<file path="src/bumpyPkg.sv">
package bumpyPkg;

	// one tile kind
	typedef logic [2:0] tileType;

	localparam tileType FREE  = 3'd0;
	localparam tileType REGU  = 3'd1;
	localparam tileType GATE  = 3'd2; // treated as floor for now
	localparam tileType DEATH = 3'd3;
	localparam tileType WALL  = 3'd4;

	// tile column or row
	typedef logic [3:0] tileCoord;

	// one-hot {Left, Top, Right, Bottom}
	typedef logic [3:0] edgeCode;

	localparam edgeCode BOTTOM = 4'b0001;
	localparam edgeCode RIGHT  = 4'b0010;
	localparam edgeCode TOP    = 4'b0100;
	localparam edgeCode LEFT   = 4'b1000;

	// the four tiles around the ball
	typedef tileType [3:0] neighbourSet;

	localparam int N_LEFT  = 0;
	localparam int N_UP    = 1;
	localparam int N_RIGHT = 2;
	localparam int N_DOWN  = 3;

	typedef enum logic [3:0] {
		Sreset,
		Sidle,
		Sleft,
		Sright,
		Sdown,
		Sup,
		Sdie,
		SbounceFromLeft,
		SbounceFromRight,
		SbounceFromTop
	} motionState;

	typedef logic [2:0] lifeCount;

endpackage

</file>
<file path="src/ballIf.sv">
interface ballIf import bumpyPkg::*; ();

	motionState state;
	logic collision; // single clock, only on a frame tick
	edgeCode hitEdge;
	neighbourSet area;

	modport fsmSide (
		output state,
		input collision,
		input hitEdge,
		input area
	);

	modport motionSide (
		input state,
		output collision,
		output hitEdge,
		output area
	);

endinterface

</file>
<file path="src/bumpyFsm.sv">
module bumpyFsm import bumpyPkg::*; #(
	parameter int START_LIVES = 3
) (
	input logic clk,
	input logic resetN,
	input logic [3:0] keys, // {down, right, left, up} active high
	input logic frameStart,
	ballIf.fsmSide bus,
	output lifeCount lives,
	output logic gameOver,
	output logic mapLocked
);

	localparam int KEY_UP    = 0;
	localparam int KEY_LEFT  = 1;
	localparam int KEY_RIGHT = 2;
	localparam int KEY_DOWN  = 3;

	motionState prState;
	motionState nxtState;
	logic upKey;
	logic leftKey;
	logic rightKey;
	logic downKey;
	logic bottomHit;

	assign upKey     = keys[KEY_UP];
	assign leftKey   = keys[KEY_LEFT];
	assign rightKey  = keys[KEY_RIGHT];
	assign downKey   = keys[KEY_DOWN];
	assign bottomHit = bus.collision && (bus.hitEdge == BOTTOM);

	assign bus.state = prState;
	assign mapLocked = (prState != Sreset);

	// common choice after landing on a floor
	function automatic motionState afterBounce(logic up, logic left, logic right);
		motionState next;
		if (up)
			next = Sup;
		else if (left)
			next = Sleft;
		else if (right)
			next = Sright;
		else
			next = Sidle;
		return next;
	endfunction

	always_ff @(posedge clk or negedge resetN) begin
		if (!resetN)
			prState <= Sreset;
		else
			prState <= nxtState;
	end

	always_comb begin
		nxtState = prState;
		case (prState)
			Sreset: begin
				if (upKey || leftKey || rightKey || downKey)
					nxtState = Sdown;
			end
			Sidle, SbounceFromLeft, SbounceFromRight, SbounceFromTop: begin
				if (bottomHit)
					nxtState = afterBounce(upKey, leftKey, rightKey);
			end
			Sleft: begin
				if (bottomHit) begin
					if (!upKey && leftKey && bus.area[N_LEFT] == WALL)
						nxtState = SbounceFromLeft;
					else
						nxtState = afterBounce(upKey, leftKey, rightKey);
				end
			end
			Sright: begin
				if (bottomHit) begin
					if (!upKey && !leftKey && rightKey && bus.area[N_RIGHT] == WALL)
						nxtState = SbounceFromRight;
					else
						nxtState = afterBounce(upKey, leftKey, rightKey);
				end
			end
			Sdown: begin
				if (bus.area[N_DOWN] == DEATH)
					nxtState = Sdie;
				else if (bottomHit)
					nxtState = afterBounce(upKey, leftKey, rightKey);
			end
			Sup: begin
				if (bottomHit) begin
					if (upKey && bus.area[N_UP] == WALL)
						nxtState = SbounceFromTop;
					else
						nxtState = afterBounce(upKey, leftKey, rightKey);
				end
			end
			Sdie: begin
				if (frameStart && lives != '0)
					nxtState = Sreset; // respawn
			end
			default: nxtState = Sreset;
		endcase
	end

	// life count and the sticky game over flag
	always_ff @(posedge clk or negedge resetN) begin
		if (!resetN) begin
			lives <= lifeCount'(START_LIVES);
			gameOver <= 1'b0;
		end else begin
			if (nxtState == Sdie && prState != Sdie && lives != '0)
				lives <= lives - 3'd1;
			if (prState == Sdie && frameStart && lives == '0)
				gameOver <= 1'b1;
		end
	end

	aStateLegal: assert property (
		@(posedge clk) disable iff (!resetN)
		prState inside {Sreset, Sidle, Sleft, Sright, Sdown, Sup, Sdie,
			SbounceFromLeft, SbounceFromRight, SbounceFromTop}
	);

endmodule

</file>
<file path="src/bumpyGame.sv">
module bumpyGame import bumpyPkg::*; #(
	parameter int FRAME_CYCLES = 833_333,
	parameter int DEBOUNCE_CYCLES = 50_000,
	parameter int START_LIVES = 3,
	parameter int SPAWN_X = 7,
	parameter int SPAWN_Y = 0
) (
	input logic clk,
	input logic resetN,
	input logic [3:0] keysN, // {down, right, left, up}, active low
	input logic mapWrValid,
	input logic [7:0] mapWrAddr,
	input tileType mapWrData,
	output logic mapWrReady,
	output motionState state,
	output tileCoord posX,
	output tileCoord posY,
	output lifeCount lives,
	output logic gameOver,
	output logic frameStart // to the renderer
);

	ballIf ball ();

	logic [3:0] keys;
	logic mapLocked;
	neighbourSet area;

	assign state = ball.state;

	keySync #(
		.DEBOUNCE_CYCLES(DEBOUNCE_CYCLES)
	) uKeySync (
		.clk(clk),
		.resetN(resetN),
		.keysN(keysN),
		.keys(keys)
	);

	tileMap uTileMap (
		.clk(clk),
		.resetN(resetN),
		.mapWrValid(mapWrValid),
		.mapWrAddr(mapWrAddr),
		.mapWrData(mapWrData),
		.mapWrReady(mapWrReady),
		.mapLocked(mapLocked),
		.posX(posX),
		.posY(posY),
		.area(area)
	);

	bumpyMotion #(
		.FRAME_CYCLES(FRAME_CYCLES),
		.SPAWN_X(SPAWN_X),
		.SPAWN_Y(SPAWN_Y)
	) uMotion (
		.clk(clk),
		.resetN(resetN),
		.bus(ball),
		.area(area),
		.posX(posX),
		.posY(posY),
		.frameStart(frameStart)
	);

	bumpyFsm #(
		.START_LIVES(START_LIVES)
	) uFsm (
		.clk(clk),
		.resetN(resetN),
		.keys(keys),
		.frameStart(frameStart),
		.bus(ball),
		.lives(lives),
		.gameOver(gameOver),
		.mapLocked(mapLocked)
	);

endmodule

</file>
<file path="src/bumpyMotion.sv">
module bumpyMotion import bumpyPkg::*; #(
	parameter int FRAME_CYCLES = 8,
	parameter int SPAWN_X = 7,
	parameter int SPAWN_Y = 0
) (
	input logic clk,
	input logic resetN,
	ballIf.motionSide bus,
	input neighbourSet area,
	output tileCoord posX,
	output tileCoord posY,
	output logic frameStart
);

	localparam int CNT_W = (FRAME_CYCLES > 1) ? $clog2(FRAME_CYCLES) : 1;

	logic [CNT_W-1:0] frameCnt;
	logic [1:0] hopLeft; // rows still to rise in a hop
	logic frozen;
	logic falling;
	logic onFloor;
	logic ceiling;
	logic goLeft;
	logic goRight;

	assign bus.area = area;

	assign frameStart = (frameCnt == CNT_W'(FRAME_CYCLES - 1));

	assign frozen  = (bus.state == Sreset) || (bus.state == Sdie);
	assign falling = (hopLeft == 2'd0);
	assign onFloor = area[N_DOWN] inside {REGU, GATE, WALL};
	assign ceiling = (area[N_UP] == WALL);
	assign goLeft  = (bus.state inside {Sleft, SbounceFromRight}) && (area[N_LEFT] != WALL);
	assign goRight = (bus.state inside {Sright, SbounceFromLeft}) && (area[N_RIGHT] != WALL);

	assign bus.collision = frameStart && !frozen && falling && onFloor;

	always_comb begin
		bus.hitEdge = '0;
		if (bus.collision)
			bus.hitEdge = BOTTOM;
		else if (frameStart && !frozen && !falling && ceiling)
			bus.hitEdge = TOP; // head bump ends the hop quietly
	end

	always_ff @(posedge clk or negedge resetN) begin
		if (!resetN)
			frameCnt <= '0;
		else if (frameStart)
			frameCnt <= '0;
		else
			frameCnt <= frameCnt + 1'b1;
	end

	always_ff @(posedge clk or negedge resetN) begin
		if (!resetN) begin
			posX <= tileCoord'(SPAWN_X);
			posY <= tileCoord'(SPAWN_Y);
			hopLeft <= 2'd0;
		end else if (frameStart) begin
			if (frozen) begin
				posX <= tileCoord'(SPAWN_X);
				posY <= tileCoord'(SPAWN_Y);
				hopLeft <= 2'd0;
			end else begin
				if (goLeft)
					posX <= posX - 4'd1;
				else if (goRight)
					posX <= posX + 4'd1;

				if (falling) begin
					if (onFloor)
						hopLeft <= (bus.state == Sup) ? 2'd2 : 2'd1; // high jump
					else
						posY <= posY + 4'd1;
				end else if (ceiling) begin
					hopLeft <= 2'd0;
				end else begin
					posY <= posY - 4'd1;
					hopLeft <= hopLeft - 2'd1;
				end
			end
		end
	end

	aCollisionOnTick: assert property (
		@(posedge clk) disable iff (!resetN)
		bus.collision |-> frameStart
	);

endmodule

</file>
<file path="src/keySync.sv">
module keySync #(
	parameter int DEBOUNCE_CYCLES = 3
) (
	input logic clk,
	input logic resetN,
	input logic [3:0] keysN,
	output logic [3:0] keys
);

	localparam int CNT_W = (DEBOUNCE_CYCLES > 1) ? $clog2(DEBOUNCE_CYCLES + 1) : 1;

	logic [3:0] syncA;
	logic [3:0] syncB;
	logic [3:0] stableN; // debounced level, still active low
	logic [CNT_W-1:0] stableCnt [4];

	assign keys = ~stableN;

	always_ff @(posedge clk or negedge resetN) begin
		if (!resetN) begin
			syncA <= 4'hF; // released
			syncB <= 4'hF;
		end else begin
			syncA <= keysN;
			syncB <= syncA;
		end
	end

	// level follows only after DEBOUNCE_CYCLES of a steady new value
	always_ff @(posedge clk or negedge resetN) begin
		if (!resetN) begin
			stableN <= 4'hF;
			for (int i = 0; i < 4; i++) begin
				stableCnt[i] <= '0;
			end
		end else begin
			for (int i = 0; i < 4; i++) begin
				if (syncB[i] == stableN[i]) begin
					stableCnt[i] <= '0; // bounce restarts the wait
				end else if (stableCnt[i] == CNT_W'(DEBOUNCE_CYCLES - 1)) begin
					stableN[i] <= syncB[i];
					stableCnt[i] <= '0;
				end else begin
					stableCnt[i] <= stableCnt[i] + 1'b1;
				end
			end
		end
	end

endmodule

</file>
<file path="src/tileMap.sv">
module tileMap import bumpyPkg::*; (
	input logic clk,
	input logic resetN,
	input logic mapWrValid,
	input logic [7:0] mapWrAddr, // {row, column}
	input tileType mapWrData,
	output logic mapWrReady,
	input logic mapLocked,
	input tileCoord posX,
	input tileCoord posY,
	output neighbourSet area
);

	tileType tiles [256];
	logic wrFire;
	logic [7:0] leftAddr;
	logic [7:0] upAddr;
	logic [7:0] rightAddr;
	logic [7:0] downAddr;

	// editing is allowed only while the ball waits at spawn
	assign mapWrReady = !mapLocked;
	assign wrFire = mapWrValid && mapWrReady;

	always_ff @(posedge clk or negedge resetN) begin
		if (!resetN) begin
			for (int i = 0; i < 256; i++) begin
				tiles[i] <= FREE;
			end
		end else if (wrFire) begin
			tiles[mapWrAddr] <= mapWrData;
		end
	end

	assign leftAddr  = {posY, posX - 4'd1};
	assign upAddr    = {posY - 4'd1, posX};
	assign rightAddr = {posY, posX + 4'd1};
	assign downAddr  = {posY + 4'd1, posX};

	// off-map neighbours look like solid wall
	always_comb begin
		area[N_LEFT]  = (posX == 4'd0)  ? WALL : tiles[leftAddr];
		area[N_UP]    = (posY == 4'd0)  ? WALL : tiles[upAddr];
		area[N_RIGHT] = (posX == 4'd15) ? WALL : tiles[rightAddr];
		area[N_DOWN]  = (posY == 4'd15) ? WALL : tiles[downAddr];
	end

	// map content is frozen while the game runs
	aNoWriteLocked: assert property (
		@(posedge clk) disable iff (!resetN)
		mapLocked |=> tiles[$past(mapWrAddr)] == $past(tiles[mapWrAddr])
	);

endmodule
</file>
<file path="config.mk">
export PLATFORM = sky130hd
export DESIGN_NAME = bumpyGame
export DESIGN_NICKNAME = d
export VERILOG_FILES = /design/src/bumpyPkg.sv /design/src/ballIf.sv /design/src/bumpyFsm.sv /design/src/bumpyGame.sv /design/src/bumpyMotion.sv /design/src/keySync.sv /design/src/tileMap.sv
export SDC_FILE = /design/constraint.sdc
export NUM_CORES = 2
export LEC_CHECK = 0
export BUFFER_PORTS_ARGS = -buffer_cell sky130_fd_sc_hd__buf_2
export CAP_MARGIN = 15
export CELL_PAD_IN_SITES_DETAIL_PLACEMENT = 1
export CELL_PAD_IN_SITES_GLOBAL_PLACEMENT = 2
export CORE_AREA = 2 2 372 300
export CTS_CLUSTER_DIAMETER = 50
export DETAILED_ROUTE_END_ITERATION = 16
export DIE_AREA = 0 0 374 302
export GPL_ROUTABILITY_DRIVEN = 0
export HOLD_SLACK_MARGIN = 0.15
export MAX_ROUTING_LAYER = met4
export PLACE_DENSITY_LB_ADDON = 0.12
export RECOVER_POWER = 100
export SYNTH_ARGS = -nofsm -noshare
export SYNTH_HDL_FRONTEND = slang
export SYNTH_SLANG_ARGS = --single-unit
</file>
<file path="constraint.sdc">
create_clock -name clk -period 10.3 [get_ports clk]
set_input_delay 0.515 -clock clk [delete_from_list [all_inputs] [get_ports clk]]
set_output_delay 0.515 -clock clk [all_outputs]
set_load 0.1 [all_outputs]
</file>
Word-level counts from Yosys, hierarchy flattened
Cells that the tools add are included.
{"block": "word_totals", "regBits": 882, "input_bits": 18, "out_inout_bits": 18, "elab_cells": 440}
{"block": "classes", "n_addsub": 11, "order_cmp": 6, "n_eq_ne": 35, "n_mux": 56, "bitwise": 10, "n_reduce_logical": 49}
{"op": "bitwise mux 768 bit", "n": 1}
{"op": "two-way mux 16 bit", "n": 8}
{"op": "binary-select mux 3 bit (select 8 bit)", "n": 4}
{"op": "two-way mux 4 bit", "n": 19}
{"op": "adder 16 x 1 -> 16 bit (second input constant)", "n": 4}
{"op": "== test 16 bit (second input constant)", "n": 4}
{"op": "greater-or-equal comparator 9 bit (second input constant)", "n": 5}
{"op": "two-way mux 3 bit", "n": 15}
{"op": "inverter 8 -> 9 bit", "n": 5}
{"op": "one-hot mux 4 bit (7 select lines)", "n": 1}
{"op": "demux 3 bit (select 8 bit)", "n": 1}
{"op": "logical AND 1 bit", "n": 21}
{"op": "adder 20 x 1 -> 20 bit (second input constant)", "n": 1}
{"op": "== test 20 bit (second input constant)", "n": 1}
{"op": "== test 4 x 3 -> 1 bit (second input constant)", "n": 5}
{"op": "two-way mux 20 bit", "n": 1}
{"op": "== test 4 bit (second input constant)", "n": 4}
{"op": "== test 3 bit (second input constant)", "n": 4}
{"op": "zero test 4 bit", "n": 3}
{"op": "two-way mux 2 bit", "n": 6}
{"op": "AND reduction 2 bit", "n": 6}
{"op": "less-than comparator 9 x 1 -> 1 bit (second input constant)", "n": 1}
{"op": "nonzero test 3 bit", "n": 3}
{"op": "adder 4 x 1 -> 4 bit (second input constant)", "n": 2}
{"op": "other kinds (22)", "n": 42}

Logic depth before layout (Yosys ltp)
{"block": "depth", "word_depth": 18, "depth_mapped": 26, "depth_no_buf": 15}

Modules after synthesis
A second synthesis with hierarchy kept.
{"block": "hier_totals", "hier_cells": 4116, "hier_area_um2": 55539.5}
{"module": "tileMap", "n_inst": 1, "cells_per_inst": 3488, "area_per_inst_um2": 49292.3, "seq_area_each_um2": 19218.4}
{"module": "keySync", "n_inst": 1, "cells_per_inst": 338, "area_per_inst_um2": 3515.9, "seq_area_each_um2": 1916.8}
{"module": "bumpyMotion", "n_inst": 1, "cells_per_inst": 209, "area_per_inst_um2": 1975.6, "seq_area_each_um2": 754.5}
{"module": "bumpyFsm", "n_inst": 1, "cells_per_inst": 81, "area_per_inst_um2": 755.7, "seq_area_each_um2": 202.7}

Worst setup path before layout
Ideal clock, no wire load.
{"block": "synth_timing", "kind": "flip-flop to flip-flop", "start": "register uMotion.posX[0]", "end": "register uFsm.lives[2]", "setup_ns": 0.130, "t_arrival_ns": 5.358, "required_time_ns": 10.170, "setup_slack_ns": 4.813, "path_stages_with_launch": 24, "path_buffers": 10, "period_less_slack_ns": 5.487, "path_cell_list": "dfstp_2 buf_6 buf_6 inv_2 buf_2 buf_4 buf_4 buf_2 ha_1 inv_2 buf_2 buf_2 clkbuf_1 clkbuf_1 mux4_2 o22ai_1 o22ai_1 o311ai_1 nand4b_1 nand3_1 o311ai_1 a21oi_2 o2111ai_4 mux2i_1"}
{"block": "synth_via", "elab_chain_len": 17, "word_cells_on_any_way": 53, "classes_between": "add/sub (2); eq/ne (10); mux (27); bitwise (4); reduce/logical (10)"}
{"item": "start, declared", "line_no": "bumpyMotion.sv:10", "source": "output tileCoord posX,"}
{"item": "start signal, assigned", "line_no": "bumpyMotion.sv:58", "source": "posX <= tileCoord'(SPAWN_X);"}
{"item": "start signal, assigned", "line_no": "bumpyMotion.sv:63", "source": "posX <= tileCoord'(SPAWN_X);"}
{"item": "start signal, assigned", "line_no": "bumpyMotion.sv:68", "source": "posX <= posX - 4'd1;"}
{"item": "inverter 8 -> 9 bit (on tied branches)", "line_no": "tileMap.sv:45, tileMap.sv:43"}
{"item": "binary-select mux 3 bit (select 8 bit) (on tied branches)", "line_no": "tileMap.sv:45, tileMap.sv:43"}
{"item": "two-way mux 3 bit (on tied branches) (3 in a row)", "line_no": "tileMap.sv:45, tileMap.sv:43"}
{"item": "== test 3 x 1 -> 1 bit (tied with other cells)", "line_no": "bumpyMotion.sv:32", "source": "assign onFloor = area[N_DOWN] inside {REGU, GATE, WALL};"}
{"item": "nonzero test 3 bit or logical AND 1 bit (tied branches)", "line_no": "bumpyMotion.sv:32, bumpyMotion.sv:43"}
{"item": "logical AND 1 bit or two-way mux 3 bit (tied branches)", "line_no": "bumpyMotion.sv:37, bumpyMotion.sv:43"}
{"item": "two-way mux 3 bit", "line_no": "bumpyMotion.sv:41", "source": "if (bus.collision)"}
{"item": "== test 3 x 1 -> 1 bit", "line_no": "bumpyFsm.sv:31", "source": "assign bottomHit = bus.collision && (bus.hitEdge == BOTTOM);"}
{"item": "logical AND 1 bit", "line_no": "bumpyFsm.sv:31"}
{"item": "two-way mux 4 bit", "line_no": "bumpyFsm.sv:87", "source": "else if (bottomHit)"}
{"item": "two-way mux 4 bit", "line_no": "bumpyFsm.sv:85", "source": "if (bus.area[N_DOWN] == DEATH)"}
{"item": "one-hot mux 4 bit (7 select lines) (*)", "line_no": "bumpyFsm.sv:59", "source": "case (prState)"}
{"item": "== test 4 x 3 -> 1 bit (*)", "line_no": "bumpyFsm.sv:112", "source": "if (nxtState == Sdie && prState != Sdie && lives != '0)"}
{"item": "logical AND 1 bit (*) (2 in a row)", "line_no": "bumpyFsm.sv:112"}
{"item": "end signal, assigned", "line_no": "bumpyFsm.sv:109", "source": "lives <= lifeCount'(START_LIVES);"}
{"item": "end signal, assigned", "line_no": "bumpyFsm.sv:113", "source": "lives <= lives - 3'd1;"}
{"item": "end, declared", "line_no": "bumpyFsm.sv:9", "source": "output lifeCount lives,"}
Mark *: on every way between the ends. The rest lies on a longest branch, timed or not. The select of a mux whose other input is x is not followed.
A chain may end at the register's enable or synchronous reset.

Worst setup path in the final report
{"block": "layout_timing", "start": "register uMotion.posX[1]", "end": "register uFsm.lives[1]"}
Same word-level chain as after synthesis.

==> results.yml <==
pwr:
  p_int_w: 0.00604
  leakage_nw: 24.4
  p_sw_w: 0.00201
  switching_share_pct: 25.0
  comb_power_share_pct: 3.1
  power_density_nw_per_um2: 141
  p_seq_share_pct: 43.6
  vdd_drop_max_mv: 0.143
  pwr-share-clk_pct: 53.3
routing:
  vias: 40600
  detail-route-antenna-nets: 0
  drt_iter0_markers: 4303
  dr.pass1.iters: 5
  wl_mm: 198
  wl_per_cell_um: 33.3
  drc_errors: 0
  via_per_inst: 6.83
global_route:
  grt_max_degree: 170
  grt_pass1_wl_mm: 293
  grt_overflow: 0
  antenna_found_initial: 8
  first_global_vias: 40700
  grt_use_total_pct: 36.1
final_layout:
  syn_to_final_growth_pct: 9.74
  stdcell_count: 5946
  nets: 4427
  stdcell_area_um2: 57200
  drive_gt1_share_pct: 31.5
clock_network:
  root_buffer: "clkbuf_16"
  cts_setup_buffers: 0
  clockBufferDepth: 3
  cts.sink_count: 882
  numCtsBuffers: 117
  ctsResizeCount: 0
  cts-htree-levels: 3
  clkTransAtPathRegs_ns: 0.06
  clkLatencyLatePin_ns: 0.76
  cts_tree: "yes"
logic_synthesis:
  synth_flop_cell: "dfrtp_1"
  synth_area_leader_cell: "dfrtp_1"
  yosys.area.top_type_share_pct: 41.5
  yosysWarnings: 0
  synth_common_cells: "dfrtp_1 (865), mux2_2 (791), nand2_1 (404)"
  synth_edf_count: 0
  async_flop_share_pct: 100
  synth_nets: 4502
  ys_ff_latch: 882
  avgSynthCellArea_um2: 11.7
  syn-cell-area_um2: 52100
  synthTopCellsByArea: "dfrtp_1 (42%), mux2_2 (17%), mux4_2 (9.7%)"
  yosysSeqAreaShare_pct: 42.4
  yosysMostFrequentCell: "dfrtp_1"
  yosysUniqueCellTypes: 113
  postSynthCellCount: 4471
critical_path:
  cp_top_family: "flip-flops"
  critPathMaxStageDelay_ns: 2.37
  path_cells: "inv_1 -> ha_4 -> buf_4 -> nor4b_1 -> a2111oi_0 -> nor4_1 -> o311ai_1 -> nor4_1 -> nor4_1 -> o311ai_1 -> nand4b_1 -> nand3_1 -> o311ai_1 -> a21oi_2 -> o2111ai_4 -> mux2i_1"
  slowest_stage: "dfstp_1"
  crit_buf_inv: 2
  start_kind: "register"
  critical_path_class: "register to register"
  end_kind: "register"
  arrival_ns: 9.18
  required_ns: 10.97
  path_max_fanout: 63
timing:
  relSlewSlack_pct: -186
  skew_ns: 0.0239
  worst_pin_slew_ns: 4.29
  setup_slack_ns: 1.79
  rsz0062_at_grt: "false"
  clock.fmax_ghz: 0.118
  finalCriticalPeriod_ns: 8.51
  final-hold-violation-count: 0
  setup_viol: 0
  fin_tns_setup_ns: 0
  drv_slew: 798
  period_share_pct: 82.6
placed_design:
  dpl_cell_area_um2: 53200
  dp.cells: 5714
  dp.final_hpwl_mm: 129
  port_buffers: 35
  place_ws_ns: 3.59
run_status:
  violations: "capacitance limit, slew limit"
  outcome: "finished with violations"
floorplanning:
  ios: 36
  fp.dieH_um: 302
  dieArea_um2: 113000
  start_util_pct: 47.6
  core.rowCount: 109
  fp.coreArea_um2: 110000
  chipWidth_um: 374
min_path:
  hp-class: "register to register"
run:
  maxCapViolations: 14
## metal layers
layer / track usage [%] / part of all wire (%) / wire [um]
met1: 52.2 / 45 / 89200
met2: 49.5 / 42 / 82700
met3: 9.45 / 9.9 / 19500
met4: 10.7 / 3.3 / 6530
met5: - / 0 / 0
## area by class of cell
class | instances | area (um^2)
Multi-Input combinational cell | 3206 | 28100
Clock buffer | 149 | 3250
Tap cell | 1443 | 1810
Clock inverter | 74 | 817
Antenna cell | 3 | 7.51
Sequential cell | 882 | 22100
Fill cell | 11300 | 52300
Timing Repair Buffer | 135 | 898
Inverter | 54 | 206
## registers in the layout (all words and copies together), names as in the netlist
name,flops
uKeySync.syncB,4
uMotion.posX,4
uKeySync.stableN,4
uMotion.frameCnt,20
uFsm.lives,3
uKeySync.syncA,4
uFsm.gameOver,1
uKeySync.stableCnt,64
uTileMap.tiles,768
uMotion.posY,4
uFsm.bus.state,4
uMotion.hopLeft,2
## cells in the final DEF (no fill, tap or decap), drive strengths merged, types with 50 or more instances in the layout
cell,n
nor3,93
xor2,50
mux2i,184
mux4,240
clkbuf,186
o21ai,54
a21oi,68
buf,93
nor2,368
dfrtp,865
inv,82
nand2,404
mux2,794
nand2b,56
nand3,87
nor3b,62
## power by group through the flow
stage	sequential [W]	combinational, W	clock, W
final	0.00351	0.000253	0.00429
after global routing	0.00351	0.000275	0.00449
after CTS	0.00351	0.000259	0.00435
after detailed placement	0.00357	0.000257	0
after global placement	0.00357	0.000255	0
after floorplan	0.00357	0.0000973	0
## through the flow
| stage | total power [W] | hold slack (ns) | utilization, % |
|---|---|---|---|
| after floorplan | 0.00366 | 0.219 | - |
| after global placement | 0.00382 | 0.346 | 48.6 |
| after detailed placement | 0.00383 | 0.348 | 48.6 |
| after CTS | 0.00811 | 0.281 | 52.3 |
| after global routing | 0.00827 | 0.360 | 52.2 |
| final | 0.00805 | 0.357 | 52.2 |
## logic make-up after synthesis
logic type	count (synthesis)	share of synthesized area, %
xor+xnor	94	1.66
mux	1218	31.2
compound gates	533	7.76
buf+inv	383	3.94
fa+ha+maj	13	0.312
flops	882	42.4
simple gates	1348	12.7
## path summary, 6_finish.rpt
kind / startpoint / to / slack [ns] / cells past startpoint
worst max-delay path: uMotion.posX[1] / uFsm.lives[1] / 1.79 / 16
worst min-delay path: uKeySync.syncA[0] / uKeySync.syncB[0] / 0.36 / 0
worst max register to register: uMotion.posX[1] / uFsm.lives[1] / 1.79 / 16
worst min register to register: uKeySync.syncA[0] / uKeySync.syncB[0] / 0.36 / 0
max in group asynchronous: resetN / uTileMap.tiles[42] / 2.80 / 4
min in group asynchronous: resetN / uTileMap.tiles[697] / 1.42 / 2
## repair_timing
item / CTS / global route
endpoints found under the setup margin: 0 / 0
hold endpoints to repair: 59 / 0
hold buffers: 5 / 0
## worst register-to-register path: cells and delay by family, from the launching register on
family / cells / cell delay [ns]
simple gates: 6 / 1.81
fa+ha+maj: 1 / 1.06
buf+inv: 2 / 1.19
flops: 1 / 2.37
mux: 1 / 0.22
compound gates: 6 / 1.78
(Power assumes the default switching activity.)
